**src/design/calc_defines.svh**
```systemverilog
`ifndef CALC_DEFINES_SVH
`define CALC_DEFINES_SVH

////////////////////////////////////////////////////////////
// Register file and operand widths
////////////////////////////////////////////////////////////

`define CALC_DATA_W     16
`define CALC_ADDR_W     5
`define CALC_REG_COUNT  32
`define CALC_NIBBLE_W   4
`define CALC_SHAMT_W    4

////////////////////////////////////////////////////////////
// Character display
////////////////////////////////////////////////////////////

`define LCD_CHARS       16
`define LCD_CHAR_W      8
`define LCD_ASCII_ZERO  8'h30
`define LCD_ASCII_ONE   8'h31

`endif
```
**src/design/lcd_pkg.sv**
```systemverilog
`default_nettype none

`include "calc_defines.svh"

package lcd_pkg;

        typedef logic [`LCD_CHARS*`LCD_CHAR_W-1:0] lcd_line_t;

        // Address plus data, or two data words
        typedef enum logic {
                MODE_ADDR_DATA,
                MODE_DATA_PAIR
        } lcd_mode_t;

        typedef struct packed {
                logic                    valid;
                lcd_mode_t               mode;
                logic [`CALC_ADDR_W-1:0] addr;
                logic [`CALC_DATA_W-1:0] data_a;
                logic [`CALC_DATA_W-1:0] data_b;
        } lcd_request_t;

endpackage

`default_nettype wire

```
**src/design/calc_pkg.sv**
```systemverilog
`default_nettype none

`include "calc_defines.svh"

package calc_pkg;

        // Three-bit command codes, 3 and 4 unused
        typedef enum logic [2:0] {
                OP_WRITE     = 3'd0,
                OP_READ      = 3'd1,
                OP_READ_PAIR = 3'd2,
                OP_ADD       = 3'd5,
                OP_SUB       = 3'd6,
                OP_SHIFT     = 3'd7
        } opcode_t;

        typedef enum logic [1:0] {
                IDLE,
                COLLECT,
                EXECUTE,
                DISPLAY
        } seq_state_t;

        typedef enum logic [1:0] {
                ALU_ADD,
                ALU_SUB,
                ALU_SHL
        } alu_op_t;

        // One write-port command
        typedef struct packed {
                logic                    en;
                logic [`CALC_ADDR_W-1:0] addr;
                logic [`CALC_DATA_W-1:0] data;
        } reg_write_t;

endpackage

`default_nettype wire

```
**src/design/knob_calc_top.sv**
```systemverilog
`timescale 1ns/1ps
`default_nettype none

`include "calc_defines.svh"

module knob_calc_top
        import calc_pkg::*;
        import lcd_pkg::*;
(
        input  logic                      clk,
        input  logic                      reset,
        input  logic                      rot,
        input  logic [`CALC_NIBBLE_W-1:0] bits,
        output lcd_line_t                 line1,
        output lcd_line_t                 line2
);

        logic [`CALC_ADDR_W-1:0]  rd_addr_a;
        logic [`CALC_ADDR_W-1:0]  rd_addr_b;
        logic [`CALC_DATA_W-1:0]  rd_data_a;
        logic [`CALC_DATA_W-1:0]  rd_data_b;
        logic [`CALC_DATA_W-1:0]  operand_a;
        logic [`CALC_DATA_W-1:0]  operand_b;
        logic [`CALC_DATA_W-1:0]  alu_result;
        logic [`CALC_SHAMT_W-1:0] shamt;
        alu_op_t                  alu_op;
        reg_write_t               wr;
        lcd_request_t             lcd_req;

        command_sequencer command_sequencer_i (
                .clk        (clk),
                .reset      (reset),
                .rot        (rot),
                .bits       (bits),
                .rd_data_a  (rd_data_a),
                .rd_data_b  (rd_data_b),
                .alu_result (alu_result),
                .rd_addr_a  (rd_addr_a),
                .rd_addr_b  (rd_addr_b),
                .operand_a  (operand_a),
                .operand_b  (operand_b),
                .shamt      (shamt),
                .alu_op     (alu_op),
                .wr         (wr),
                .lcd_req    (lcd_req)
        );

        reg_file reg_file_i (
                .clk       (clk),
                .reset     (reset),
                .rd_addr_a (rd_addr_a),
                .rd_addr_b (rd_addr_b),
                .wr        (wr),
                .rd_data_a (rd_data_a),
                .rd_data_b (rd_data_b)
        );

        arith_unit arith_unit_i (
                .operand_a (operand_a),
                .operand_b (operand_b),
                .shamt     (shamt),
                .alu_op    (alu_op),
                .result    (alu_result)
        );

        lcd_formatter lcd_formatter_i (
                .clk     (clk),
                .reset   (reset),
                .lcd_req (lcd_req),
                .line1   (line1),
                .line2   (line2)
        );

endmodule

`default_nettype wire

```
**src/design/command_sequencer.sv**
```systemverilog
`timescale 1ns/1ps
`default_nettype none

`include "calc_defines.svh"

module command_sequencer
        import calc_pkg::*;
        import lcd_pkg::*;
(
        input  logic                     clk,
        input  logic                     reset,
        input  logic                     rot,
        input  logic [`CALC_NIBBLE_W-1:0] bits,
        input  logic [`CALC_DATA_W-1:0]  rd_data_a,
        input  logic [`CALC_DATA_W-1:0]  rd_data_b,
        input  logic [`CALC_DATA_W-1:0]  alu_result,
        output logic [`CALC_ADDR_W-1:0]  rd_addr_a,
        output logic [`CALC_ADDR_W-1:0]  rd_addr_b,
        output logic [`CALC_DATA_W-1:0]  operand_a,
        output logic [`CALC_DATA_W-1:0]  operand_b,
        output logic [`CALC_SHAMT_W-1:0] shamt,
        output alu_op_t                  alu_op,
        output reg_write_t               wr,
        output lcd_request_t             lcd_req
);

        // Operand fields filled by nibble turns
        localparam logic [2:0] F_ADDR_A = 3'd0;
        localparam logic [2:0] F_ADDR_B = 3'd1;
        localparam logic [2:0] F_DST    = 3'd2;
        localparam logic [2:0] F_DATA   = 3'd3;
        localparam logic [2:0] F_SHAMT  = 3'd4;

        logic                    rot_q;
        logic                    turn;
        seq_state_t              state;
        opcode_t                 opcode;
        logic [1:0]              field_idx;
        logic [1:0]              nibble;
        logic [2:0]              cur_field;
        logic [1:0]              last_nib;
        logic                    is_alu;
        logic [`CALC_ADDR_W-1:0] addr_a;
        logic [`CALC_ADDR_W-1:0] addr_b;
        logic [`CALC_ADDR_W-1:0] dst;
        logic [`CALC_DATA_W-1:0] data;
        lcd_request_t            next_req;

        ////////////////////////////////////////////////////////////
        // Operand table
        ////////////////////////////////////////////////////////////

        function automatic logic [2:0] field_code(opcode_t op, logic [1:0] idx);
                logic [2:0] code;
                code = F_ADDR_A;
                case (op)
                        OP_WRITE:     code = (idx == 2'd0) ? F_DST : F_DATA;
                        OP_READ_PAIR: code = (idx == 2'd0) ? F_ADDR_A : F_ADDR_B;
                        OP_ADD, OP_SUB: begin
                                if (idx == 2'd1)
                                        code = F_ADDR_B;
                                else if (idx == 2'd2)
                                        code = F_DST;
                        end
                        OP_SHIFT: begin
                                if (idx == 2'd1)
                                        code = F_DST;
                                else if (idx == 2'd2)
                                        code = F_SHAMT;
                        end
                        default: code = F_ADDR_A;
                endcase
                return code;
        endfunction

        function automatic logic [1:0] last_field(opcode_t op);
                logic [1:0] last;
                case (op)
                        OP_READ:                  last = 2'd0;
                        OP_WRITE, OP_READ_PAIR:   last = 2'd1;
                        default:                  last = 2'd2;
                endcase
                return last;
        endfunction

        function automatic logic [1:0] last_nibble(logic [2:0] code);
                logic [1:0] last;
                case (code)
                        F_DATA:  last = 2'd3;
                        F_SHAMT: last = 2'd0;
                        default: last = 2'd1;
                endcase
                return last;
        endfunction

        // Low nibble first, then the top address bit
        function automatic logic [`CALC_ADDR_W-1:0] load_addr(
                logic [`CALC_ADDR_W-1:0]   cur,
                logic [1:0]                nib,
                logic [`CALC_NIBBLE_W-1:0] value);
                logic [`CALC_ADDR_W-1:0] next;
                next = cur;
                if (nib == 2'd0)
                        next[`CALC_NIBBLE_W-1:0] = value;
                else
                        next[`CALC_ADDR_W-1] = value[0];
                return next;
        endfunction

        assign turn      = rot & ~rot_q;
        assign cur_field = field_code(opcode, field_idx);
        assign last_nib  = last_nibble(cur_field);
        assign is_alu    = (opcode == OP_ADD) || (opcode == OP_SUB) || (opcode == OP_SHIFT);

        assign rd_addr_a = addr_a;
        assign rd_addr_b = addr_b;

        ////////////////////////////////////////////////////////////
        // Control
        ////////////////////////////////////////////////////////////

        always_ff @(posedge clk) begin
                if (reset) begin
                        rot_q     <= 1'b0;
                        state     <= IDLE;
                        opcode    <= OP_WRITE;
                        field_idx <= '0;
                        nibble    <= '0;
                        lcd_req   <= '0;
                end else begin
                        rot_q         <= rot;
                        lcd_req.valid <= 1'b0;
                        if (turn) begin
                                case (state)
                                        IDLE: begin
                                                if (bits[2:0] inside {OP_WRITE, OP_READ,
                                                                OP_READ_PAIR, OP_ADD,
                                                                OP_SUB, OP_SHIFT}) begin
                                                        opcode    <= opcode_t'(bits[2:0]);
                                                        field_idx <= '0;
                                                        nibble    <= '0;
                                                        state     <= COLLECT;
                                                end
                                        end
                                        COLLECT: begin
                                                if (nibble == last_nib) begin
                                                        nibble <= '0;
                                                        if (field_idx == last_field(opcode))
                                                                state <= EXECUTE;
                                                        else
                                                                field_idx <= field_idx + 2'd1;
                                                end else begin
                                                        nibble <= nibble + 2'd1;
                                                end
                                        end
                                        EXECUTE: state <= DISPLAY;
                                        DISPLAY: begin
                                                lcd_req <= next_req;
                                                state   <= IDLE;
                                        end
                                        default: state <= IDLE;
                                endcase
                        end
                end
        end

        // Operand fields and latched read data
        always_ff @(posedge clk) begin
                if (turn && state == COLLECT) begin
                        case (cur_field)
                                F_ADDR_A: addr_a <= load_addr(addr_a, nibble, bits);
                                F_ADDR_B: addr_b <= load_addr(addr_b, nibble, bits);
                                F_DST:    dst    <= load_addr(dst, nibble, bits);
                                F_DATA:   data[nibble*`CALC_NIBBLE_W +: `CALC_NIBBLE_W] <= bits;
                                F_SHAMT:  shamt  <= bits;
                                default: ;
                        endcase
                end
                if (turn && state == EXECUTE) begin
                        operand_a <= rd_data_a;
                        operand_b <= rd_data_b;
                end
        end

        always_comb begin
                case (opcode)
                        OP_SUB:   alu_op = ALU_SUB;
                        OP_SHIFT: alu_op = ALU_SHL;
                        default:  alu_op = ALU_ADD;
                endcase
        end

        // Write goes out on the EXECUTE turn, ALU result on the DISPLAY turn
        always_comb begin
                wr.addr = dst;
                wr.data = (state == EXECUTE) ? data : alu_result;
                wr.en   = turn && (((state == EXECUTE) && (opcode == OP_WRITE)) ||
                                   ((state == DISPLAY) && is_alu));
        end

        always_comb begin
                next_req.valid  = 1'b1;
                next_req.mode   = MODE_ADDR_DATA;
                next_req.addr   = dst;
                next_req.data_a = alu_result;
                next_req.data_b = operand_b;
                case (opcode)
                        OP_WRITE: next_req.data_a = data;
                        OP_READ: begin
                                next_req.addr   = addr_a;
                                next_req.data_a = operand_a;
                        end
                        OP_READ_PAIR: begin
                                next_req.mode   = MODE_DATA_PAIR;
                                next_req.data_a = operand_a;
                        end
                        default: ;
                endcase
        end

endmodule

`default_nettype wire

```
**src/design/lcd_formatter.sv**
```systemverilog
`timescale 1ns/1ps
`default_nettype none

`include "calc_defines.svh"

module lcd_formatter
        import lcd_pkg::*;
(
        input  logic         clk,
        input  logic         reset,
        input  lcd_request_t lcd_req,
        output lcd_line_t    line1,
        output lcd_line_t    line2
);

        logic [`CALC_DATA_W-1:0] word1;
        logic [`CALC_DATA_W-1:0] word2;
        lcd_line_t               text1;
        lcd_line_t               text2;

        // Address mode pads the address to a full word of leading zeros
        always_comb begin
                if (lcd_req.mode == MODE_ADDR_DATA) begin
                        word1 = {{(`CALC_DATA_W-`CALC_ADDR_W){1'b0}}, lcd_req.addr};
                        word2 = lcd_req.data_a;
                end else begin
                        word1 = lcd_req.data_a;
                        word2 = lcd_req.data_b;
                end
        end

        ////////////////////////////////////////////////////////////
        // One character per bit, MSB leftmost
        ////////////////////////////////////////////////////////////

        for (genvar i = 0; i < `LCD_CHARS; i++) begin : g_char
                assign text1[i*`LCD_CHAR_W +: `LCD_CHAR_W] =
                        word1[i] ? `LCD_ASCII_ONE : `LCD_ASCII_ZERO;
                assign text2[i*`LCD_CHAR_W +: `LCD_CHAR_W] =
                        word2[i] ? `LCD_ASCII_ONE : `LCD_ASCII_ZERO;
        end

        always_ff @(posedge clk) begin
                if (reset) begin
                        line1 <= '0;
                        line2 <= '0;
                end else if (lcd_req.valid) begin
                        line1 <= text1;
                        line2 <= text2;
                end
        end

endmodule

`default_nettype wire

```
**src/design/reg_file.sv**
```systemverilog
`timescale 1ns/1ps
`default_nettype none

`include "calc_defines.svh"

module reg_file
        import calc_pkg::*;
(
        input  logic                    clk,
        input  logic                    reset,
        input  logic [`CALC_ADDR_W-1:0] rd_addr_a,
        input  logic [`CALC_ADDR_W-1:0] rd_addr_b,
        input  reg_write_t              wr,
        output logic [`CALC_DATA_W-1:0] rd_data_a,
        output logic [`CALC_DATA_W-1:0] rd_data_b
);

        logic [`CALC_DATA_W-1:0] regs [`CALC_REG_COUNT];

        always_ff @(posedge clk) begin
                if (reset) begin
                        for (int i = 0; i < `CALC_REG_COUNT; i++)
                                regs[i] <= '0;
                end else if (wr.en) begin
                        regs[wr.addr] <= wr.data;
                end
        end

        // Asynchronous read ports
        assign rd_data_a = regs[rd_addr_a];
        assign rd_data_b = regs[rd_addr_b];

endmodule

`default_nettype wire

```
**src/design/arith_unit.sv**
```systemverilog
`timescale 1ns/1ps
`default_nettype none

`include "calc_defines.svh"

module arith_unit
        import calc_pkg::*;
(
        input  logic [`CALC_DATA_W-1:0]  operand_a,
        input  logic [`CALC_DATA_W-1:0]  operand_b,
        input  logic [`CALC_SHAMT_W-1:0] shamt,
        input  alu_op_t                  alu_op,
        output logic [`CALC_DATA_W-1:0]  result
);

        // Sums wrap at 16 bits, shift fills with zeros
        always_comb begin
                case (alu_op)
                        ALU_ADD: result = operand_a + operand_b;
                        ALU_SUB: result = operand_a - operand_b;
                        ALU_SHL: result = operand_a << shamt;
                        default: result = operand_a + operand_b;
                endcase
        end

endmodule

`default_nettype wire

```
**config.mk**
```make
export PLATFORM = sky130hd
export DESIGN_NAME = knob_calc_top
export DESIGN_NICKNAME = d
export VERILOG_FILES = /design/src/design/lcd_pkg.sv /design/src/design/calc_pkg.sv /design/src/design/knob_calc_top.sv /design/src/design/command_sequencer.sv /design/src/design/lcd_formatter.sv /design/src/design/reg_file.sv /design/src/design/arith_unit.sv
export VERILOG_INCLUDE_DIRS = /design/src /design/src/design
export SDC_FILE = /design/constraint.sdc
export NUM_CORES = 1
export LEC_CHECK = 0
export BUFFER_PORTS_ARGS = -buffer_cell sky130_fd_sc_hd__buf_2
export CAP_MARGIN = 15
export CORE_ASPECT_RATIO = 0.7
export CORE_MARGIN = 2
export CORE_UTILIZATION = 55
export DETAILED_ROUTE_END_ITERATION = 6
export PLACE_DENSITY = 0.83
export SYNTH_ARGS = -nofsm -noshare
export SYNTH_HDL_FRONTEND = slang
export SYNTH_SLANG_ARGS = --single-unit
```
**constraint.sdc**
```tcl
create_clock -name clk -period 4 [get_ports clk]
set_input_delay 0.6 -clock clk [delete_from_list [all_inputs] [get_ports clk]]
set_output_delay 0.6 -clock clk [all_outputs]
set_load 0.005 [all_outputs]
```
## Yosys cells after proc, flatten, opt, wreduce, memory -nomap -nowiden

Memories as Yosys holds them, arrays and structs flattened. A register that Yosys moved wholly into a read port is not among the register bits.
Index checks and enable logic that the tools add are counted.

| storage, ports and cells | value |
|---|---|
| register bits | 340 |
| RAM bits | 512 |
| input port bits | 7 |
| output and inout port bits | 256 |
| word-level logic and storage cells | 167 |
| memories kept | 1 |

| operators by class | value |
|---|---|
| add/sub/neg operators | 5 |
| equal/unequal tests | 27 |
| shift operators | 3 |
| mux-type cells | 73 |
| bitwise gates (word level) | 4 |
| reductions and logical operators | 34 |

Memory list:

| memory | depth | bits a word | rd ports | clocked after memory_dff | wr ports | line | source |
|---|---|---|---|---|---|---|---|
| reg_file_i.regs | 32 | 16 | 2 | 2 | 32 | reg_file.sv:18 | `` logic [`CALC_DATA_W-1:0] regs [`CALC_REG_COUNT]; `` |

Operators with widths:

| operator | count |
|---|---|
| 16-bit 2-to-1 mux | 4 |
| 16-bit one-hot mux with 2 select lines | 2 |
| 1-bit 2-to-1 mux | 41 |
| 39-bit 2-to-1 mux | 1 |
| 4-bit negation with 34-bit output | 1 |
| 4-bit by 34-bit variable shift with 16-bit output, first input constant | 1 |
| 4-bit by 34-bit variable part select with 16-bit output | 1 |
| 2-bit 2-to-1 mux | 12 |
| 3-bit AND reduction | 8 |
| 3-bit == test, second input constant | 7 |
| 2-bit one-hot mux with 2 select lines | 5 |
| 16-bit adder | 1 |
| 16-bit bitwise mux | 1 |
| 16-bit OR reduction | 1 |
| 16-bit by 4-bit << shifter with 16-bit output | 1 |
| 16-bit subtractor | 1 |
| 3-bit by 2-bit == test with 1-bit output, second input constant | 4 |
| 3-bit one-hot mux with 4 select lines | 1 |
| 5-bit 2-to-1 mux | 2 |
| 3-bit by 1-bit == test with 1-bit output, second input constant | 3 |
| 3-bit zero test | 3 |
| 3-bit 2-to-1 mux | 3 |
| 2-bit == test, second input constant | 4 |
| 2-bit one-hot mux with 4 select lines | 1 |
| other kinds (16) | 37 |

## Logic depth before layout (Yosys ltp)

Gate-level depths: netlist of the first run.

| logic depth | value |
|---|---|
| depth in word-level cells | 15 |
| mapped depth | 16 |
| gate-level depth less buffers | 13 |

## Cells and area by module

A second synthesis of the first run with hierarchy kept.

| unflattened totals | value |
|---|---|
| cells, all modules | 3381 |
| area, all modules | 38719.6 sq um |

Modules (own cells, without submodules):

| module | times used | cells each | area each (sq um) | seq. area each (sq um) |
|---|---|---|---|---|
| reg_file | 1 | 2326 | 28792.6 | 15374.7 |
| command_sequencer | 1 | 438 | 5048.6 | 2992.9 |
| lcd_formatter | 1 | 370 | 3078.0 | 660.6 |
| arith_unit | 1 | 247 | 1800.5 | 0.0 |

## Worst setup path after synthesis of the first run

Ideal clock, no wire load.

| path | value |
|---|---|
| path kind | register to register |
| start | reg command_sequencer_i.operand_b[2] (read register of reg_file_i.regs) |
| end | mem reg_file_i.regs[27][14] (netlist bit) (data pin) |
| library setup time | 0.266 ns |
| arrival time | 3.477 ns |
| required time | 3.734 ns |
| setup slack | 0.257 ns |
| cell stages (with the launch flop) | 15 |
| path buffers | 2 |
| clock period less this slack | 3.743 ns |
| path through | edfxtp_1 -> or4_4 -> nor4_4 -> nand2_1 -> o41ai_1 -> xor2_1 -> ha_1 -> buf_2 -> and3_1 -> a221oi_1 -> o21ai_0 -> xor2_1 -> a221oi_4 -> buf_6 -> nor2_1 |

RTL lines:

| what | line | source |
|---|---|---|
| start, declared | command_sequencer.sv:20 | `` output logic [`CALC_DATA_W-1:0] operand_b, `` |
| end, declared | reg_file.sv:18 |  |

==> reports/qor.yml, run 1 <==
logic_synthesis:
  syn_area_mm2: 0.0363
  async_flop_share_pct: 0
  yosys_warnings: 0
  synthSimpleGateAreaFrac_pct: 10.8
  syn_area_per_cell_um2: 13.5
  synth_top_area_share_pct: 47.9
  ys_seq_elements: 661
  synth-edff-count: 579
  muxShareOfSynthArea_pct: 23.2
  synth_compound_area_share_pct: 3.87
  synth_xor_area_share_pct: 0.793
  synth_cells: 2686
  ys_seq_area_share_pct: 52.4
  ys.flop_type: "edfxtp_1"
  synth_top_family_by_area: "multiplexers"
  yosys.area.top_type: "edfxtp_1"
  ys_types: 80
  synthAdderAreaFrac_pct: 1.06
  synthTopCellsByArea: "edfxtp_1 48%, mux4_2 21%, nor2_1 5.6%"
power_and_ir_drop:
  ir_drop_mv: 0.371
  p_leak_nw: 14.4
  power.density_mw_per_mm2: 375
route:
  drc: 0
  detail-route-antenna-nets: 0
  met2WireLength_um: 49500
  totalWireLength_um: 113000
  wl_met3_um: 20900
  vias_per_cell: 6.89
  drt_iter0_markers: 4322
  vias: 25236
  wl_met1_um: 37500
  wl_per_cell_um: 30.9
  top_layer: "met5"
  detail_route.first_pass.iterations: 7
finish:
  final_area_mm2: 0.0396
  drive_gt1_share_pct: 30.2
  layout_commonest_cell: "edfxtp_1"
  utilization_pct: 61.0
  syn2layout_area_growth_pct: 9.27
  finalNetCount: 2764
  final_cell_mix: "579 x edfxtp_1, 535 x nor2_1, 332 x mux4_2, 160 x conb_1, 128 x buf_4"
clock_network:
  clk_latency_ps: 670
  htreeDepth: 2
  cts_buffers: 59
  clock_sinks: 661
  clock_path_buffers: 3
  root_buffer: "clkbuf_16"
  clk_pin_slew_ps: 70
  cts_tree: "done"
run:
  maxCapViolations: 0
placement:
  dp_hpwl_um: 73300
  place_congestion: 0.966
  port_buffers: 102
  post_dp_cell_area_mm2: 0.0374
sta:
  fin_crit_ps: 4070
  hold_violations: 0
  clock.fmax_ghz: 0.246
  rsz0062_at_grt: "yes"
  worst_pin_slew_ps: 1280
  relSlewSlack_pct: 14.7
  slew_violations: 0
  fin_crit_sh_pct: 102
  clock_skew_ps: 39.6
  finalSetupViolations: 17
  postLayoutSetupSlackWorst_ps: -72.4
floorplan:
  start_util_pct: 55.8
  dieArea_mm2: 0.0681
  rows: 78
  coreArea_mm2: 0.0650
  chipHeight_um: 219
  dieWidth_um: 311
  num_io_pins: 263
global_route:
  grt_pass1_vias: 23959
  grt_max_degree: 70
  globalRouteOverflowTotal: 0
  grt_usage_pct: 32.2
  grt_pass1_wl_um: 159000
  antenna_found_initial: 8
critical_path:
  reg2reg_from: "command_sequencer_i.operand_b[4]$_DFFE_PP_"
  path_class: "register to register"
  regToRegSetupSlack_ps: -70
  cp.required_ps: 4390
  critPathMaxFanout: 8
  start_kind: "register"
  crit_path_end_kind: "register"
  worstPathArrival_ps: 4460
  reg2reg_depth: 15
  r2r_end: "reg_file_i.regs[27][14]$_SDFFCE_PN0P_"
min_path:
  hold_path_depth: 2
  hold_path_end: "command_sequencer_i.rot_q$_SDFF_PP0_"
  hold_start: "rot"
  hp-class: "input port to register"
status:
  failed_checks: "negative setup slack"
  status: "complete, but fails checks"
[flip-flops by register name (all words and copies together), names as in the netlist, 16 cells and up]
signal and cells:
lcd_formatter_i.line2 16, command_sequencer_i.operand_b 16, lcd_formatter_i.line1 17, command_sequencer_i.operand_a 16, command_sequencer_i.data 16, command_sequencer_i.lcd_req 39, reg_file_i.regs 512
[power by group]
group	internal, mW	switching, mW
registers	7.67	0.133
logic	0.506	0.879
clock network	2.99	2.70
[repair_timing]
action / CTS / global route
endpoints found under the hold margin: 0 / 0
setup buffers: 0 / 11
hold buffers: 0 / 0
endpoints found under the setup margin: 0 / 217
gates resized for setup: 0 / 35
[how the worst max path moves through the flow]
stage                                                          start                               endpoint  slack [ps]  cells past startpoint
after floorplan           command_sequencer_i.operand_b[2]$_DFFE_PP_  reg_file_i.regs[27][14]$_SDFFCE_PN0P_         260                     14
after global placement    command_sequencer_i.operand_b[2]$_DFFE_PP_  reg_file_i.regs[31][14]$_SDFFCE_PN0P_         100                     14
after detailed placement  command_sequencer_i.operand_b[2]$_DFFE_PP_   reg_file_i.regs[4][13]$_SDFFCE_PN0P_          30                     15
after CTS                 command_sequencer_i.operand_b[2]$_DFFE_PP_   reg_file_i.regs[4][13]$_SDFFCE_PN0P_          10                     15
after global routing      command_sequencer_i.operand_b[4]$_DFFE_PP_  reg_file_i.regs[12][14]$_SDFFCE_PN0P_        -210                     15
final                     command_sequencer_i.operand_b[4]$_DFFE_PP_  reg_file_i.regs[27][14]$_SDFFCE_PN0P_         -70                     15
[cell type report]
cell class	instances	area, um^2
Fill cell	4682	25400
Multi-Input combinational cell	1713	15300
Timing Repair Buffer	268	2240
Sequential cell	661	19000
Clock inverter	39	338
Tap cell	880	1100
Clock buffer	71	1520
Antenna cell	5	12.5
Inverter	24	92.6
[synth_stat cells (16+ instances only)]
library cell    n
mux2i_1        51
inv_1          22
nand2_1        75
and2_1         16
edfxtp_1      579
nor2b_1        18
buf_2          75
nor3_1         55
buf_4         232
dfxtp_1        82
nand2_2        24
nor2_1        541
mux4_2        332
nand2b_1       44
a21oi_1        73
nor2_2         31
a211oi_1       33
ha_1           29
clkbuf_1      116
xor2_1         17
and3_1         18
mux2_2         38
[cells by family (layout without fill, tap and decap cells)]
group | count (synthesis) | after routing
mux | 421 | 421
other cells | 1 | 165
compound gates | 200 | 200
buf+inv | 471 | 402
flops | 661 | 661
simple gates | 870 | 870
xor+xnor | 32 | 32
fa+ha+maj | 30 | 30
[metal layers]
layer | up-vias | track usage [%]
met1 | 12473 | 43.1
met2 | 2511 | 47.3
met3 | 466 | 12.1
li1 | 9782 | -
met5 | - | 0
met4 | 4 | 13.9
[through the flow]
stage	total power, mW	std cells	hold WS (ps)	worst slack (ps)	TNS (ps)
final	14.9	3661	191	-72.4	-707
after global routing	15.1	3656	193	-214	-7220
after CTS	14.7	3638	190	10.6	0
after detailed placement	9.15	3528	447	25.2	0
after global placement	9.08	3528	447	99.0	0
after floorplan	8.75	2845	436	257	0
[worst max-delay path, stage by stage (launching register included)]
cell	delay (ps)
edfxtp_1	390
or4_4	580
nor4_4	320
nand2_2	150
o21ai_2	190
xor2_1	180
ha_1	300
and2_4	160
and3_4	190
a221oi_4	300
o21ai_2	110
xor2_2	190
a221oi_4	320
buf_6	210
clkbuf_16	190
nor2_1	40
(Power assumes the default switching activity.)
==> inputs of run 2 (changes only) <==
- RECOVER_POWER: unset -> 50
==> run 2 against run 1 <==
- the run ends with design-rule violations, max-capacitance violations, max-slew violations, negative setup slack left
- clock-buffer cell count stayed put
- worst hold slack worse by 2.4 ps
- final cell count hardly changed
- utilization is 0.55 points lower
- design area is 0.90% lower
==> reports/qor.yml, run 2 (synthesis results as in run 1) <==
sta:
  fin_crit_sh_pct: 102  # +0.46 points
  worst_pin_slew_ps: 2510  # +1240 ps
  postLayoutSetupSlackWorst_ps: -90.8  # -18.4 ps
  slew_violations: 146  # +146
  clock.fmax_ghz: 0.244  # -0.45%
  clock_skew_ps: 37.0  # -2.58 ps
  fin_crit_ps: 4090  # +18.4 ps
  tns_ps: -1070  # -367 ps
  rsz0062_at_grt: "yes"
  finalSetupViolations: 22  # +5
  relSlewSlack_pct: -67.5  # -82 points
  hold_violations: 0  # unchanged
route:
  wl_per_cell_um: 30.9  # about the same
  vias_per_cell: 6.85  # -0.65%
  detail_route.first_pass.iterations: 7  # unchanged
  totalWireLength_um: 113000  # -0.11%
  vias: 25051  # -0.73%
  drc: 1  # +1
  drt_iter0_markers: 4170  # -3.5%
  detail-route-antenna-nets: 0  # unchanged
min_path:
  hp-class: "input port to register"
power_and_ir_drop:
  finalPower_mw: 14.8  # -0.22%
  p_leak_nw: 13.8  # -3.7%
  intPower_mw: 11.1  # -0.16%
  ir_drop_mv: 0.370  # -0.28%
  combPwrFrac_pct: 9.2  # about the same
  power_frac_clock_pct: 38.3  # about the same
  netSwitchingPower_mw: 3.70  # -0.39%
  seqPwrFrac_pct: 52.6  # +0.2 points
  power.share.switching_pct: 24.9  # -0.044 points
  power.density_mw_per_mm2: 378  # +0.69%
global_route:
  globalRouteOverflowTotal: 0  # unchanged
  grt_pass1_vias: 23959  # unchanged
  grt_pass1_wl_um: 159000  # unchanged
  grt_usage_pct: 32.2  # unchanged
  antenna_found_initial: 8  # unchanged
  grt_max_degree: 70  # unchanged
placement:
  port_buffers: 102  # unchanged
  place_congestion: 0.966  # unchanged
  dp_hpwl_um: 73300  # unchanged
  post_dp_cell_area_mm2: 0.0374  # unchanged
critical_path:
  critPathMaxFanout: 8  # unchanged
  regToRegSetupSlack_ps: -90  # -20 ps
  worstPathArrival_ps: 4490  # +30 ps
  start_kind: "register"
  crit_path_end_kind: "register"
  path_class: "register to register"
  cp.required_ps: 4400  # about the same
clock_network:
  clock_sinks: 661  # unchanged
  root_buffer: "clkbuf_16"
  htreeDepth: 2  # unchanged
  cts_buffers: 59  # unchanged
  postCtsHoldBufs: 0  # unchanged
  cts_tree: "done"
  clk_pin_slew_ps: 70  # about the same
  clk_latency_ps: 670  # about the same
  clock_path_buffers: 3  # unchanged
floorplan:
  start_util_pct: 55.8  # unchanged
  num_io_pins: 263  # unchanged
  chipHeight_um: 219  # unchanged
  dieArea_mm2: 0.0681  # unchanged
  coreArea_mm2: 0.0650  # unchanged
  dieWidth_um: 311  # unchanged
  rows: 78  # unchanged
status:
  failed_checks: "design-rule violations, max-capacitance violations, max-slew violations, negative setup slack"
  status: "complete, but fails checks"
run:
  maxCapViolations: 3  # +3
finish:
  drive_gt1_share_pct: 25.8  # -4.4 points
  regMostFlops: "reg_file_i.regs"
  finalNetCount: 2764  # unchanged
  utilization_pct: 60.4  # -0.55 points
  largest_register_ffs: 512  # unchanged
  layout_commonest_cell: "edfxtp_1"
  final_area_mm2: 0.0393  # -0.90%
  final_cell_mix: "579 x edfxtp_1, 536 x nor2_1, 332 x mux4_2, 160 x conb_1, 116 x clkbuf_1"
  syn2layout_area_growth_pct: 8.29
  largestRegisters: "reg_file_i.regs: 512 flops, command_sequencer_i.lcd_req: 39 flops, lcd_formatter_i.line1: 17 flops"
-- run 2: cell types whose count changed in the layout (fill, tap and decap cells not counted), moves of 3 or more --
cell,change
and2_1,-10
nand2_1,+12
buf_12,-7
nand2_2,-11
buf_2,-93
clkbuf_1,+104
buf_4,-27
and2_0,+10
clkbuf_2,+19
clkbuf_4,+3
diode_2,-3
-- run 2: metal layers --
layer	vias up	wire (um)	GRT usage, %
met3	449	20100	12.1
li1	9790	-	-
met1	12367	37900	43.1
met5	-	178	0
met4	6	5600	13.9
met2	2439	49200	47.3
-- run 2: final timing paths --
check,startpoint,endpoint,cells after the start
min reg2reg,command_sequencer_i.lcd_req[3]$_SDFFE_PP0P_,command_sequencer_i.lcd_req[3]$_SDFFE_PP0P_,2
max,command_sequencer_i.operand_b[4]$_DFFE_PP_,reg_file_i.regs[18][14]$_SDFFCE_PN0P_,15
max reg2reg,command_sequencer_i.operand_b[4]$_DFFE_PP_,reg_file_i.regs[18][14]$_SDFFCE_PN0P_,15
min,rot,command_sequencer_i.rot_q$_SDFF_PP0_,2
-- run 2: area by class of cell --
class | count | area [um^2]
Antenna cell | 2 | 5.00
Clock buffer | 71 | 1520
Clock inverter | 39 | 338
Fill cell | 4786 | 25700
Inverter | 24 | 91.3
Multi-Input combinational cell | 1713 | 15200
Sequential cell | 661 | 19000
Tap cell | 880 | 1100
Timing Repair Buffer | 268 | 1960
-- run 2: critical path, stage by stage, from the launching register on --
cell	delay (ps)
edfxtp_1	390
or4_4	580
nor4_4	330
nand2_2	150
o21ai_2	190
xor2_1	180
ha_1	300
and2_4	160
and3_4	190
a221oi_4	310
o21ai_2	110
xor2_2	190
a221oi_4	320
buf_6	210
clkbuf_16	190
nor2_1	50
-- run 2: metrics by stage --
stage | worst slack (ps) | hold slack (ps) | cells
2_1_floorplan | 257 | 436 | 2845
3_3_place_gp | 99.0 | 447 | 3528
3_5_place_dp | 25.2 | 447 | 3528
4_1_cts | 10.6 | 190 | 3638
5_1_grt | -214 | 193 | 3656
6_report | -90.8 | 189 | 3658
-- run 2: what timing repair did --
| action | CTS | global route |
|---|---|---|
| resized for setup | 0 | 35 |
| endpoints found under the setup margin | 0 | 217 |
| buffers inserted | 0 | 11 |
-- run 2: power groups by stage --
stage,clock network (mW),registers [mW],logic [mW]
after floorplan,0,7.88,0.876
after global placement,0,7.90,1.18
after detailed placement,0,7.93,1.21
after CTS,5.66,7.79,1.23
after global routing,5.90,7.81,1.40
final,5.68,7.80,1.36
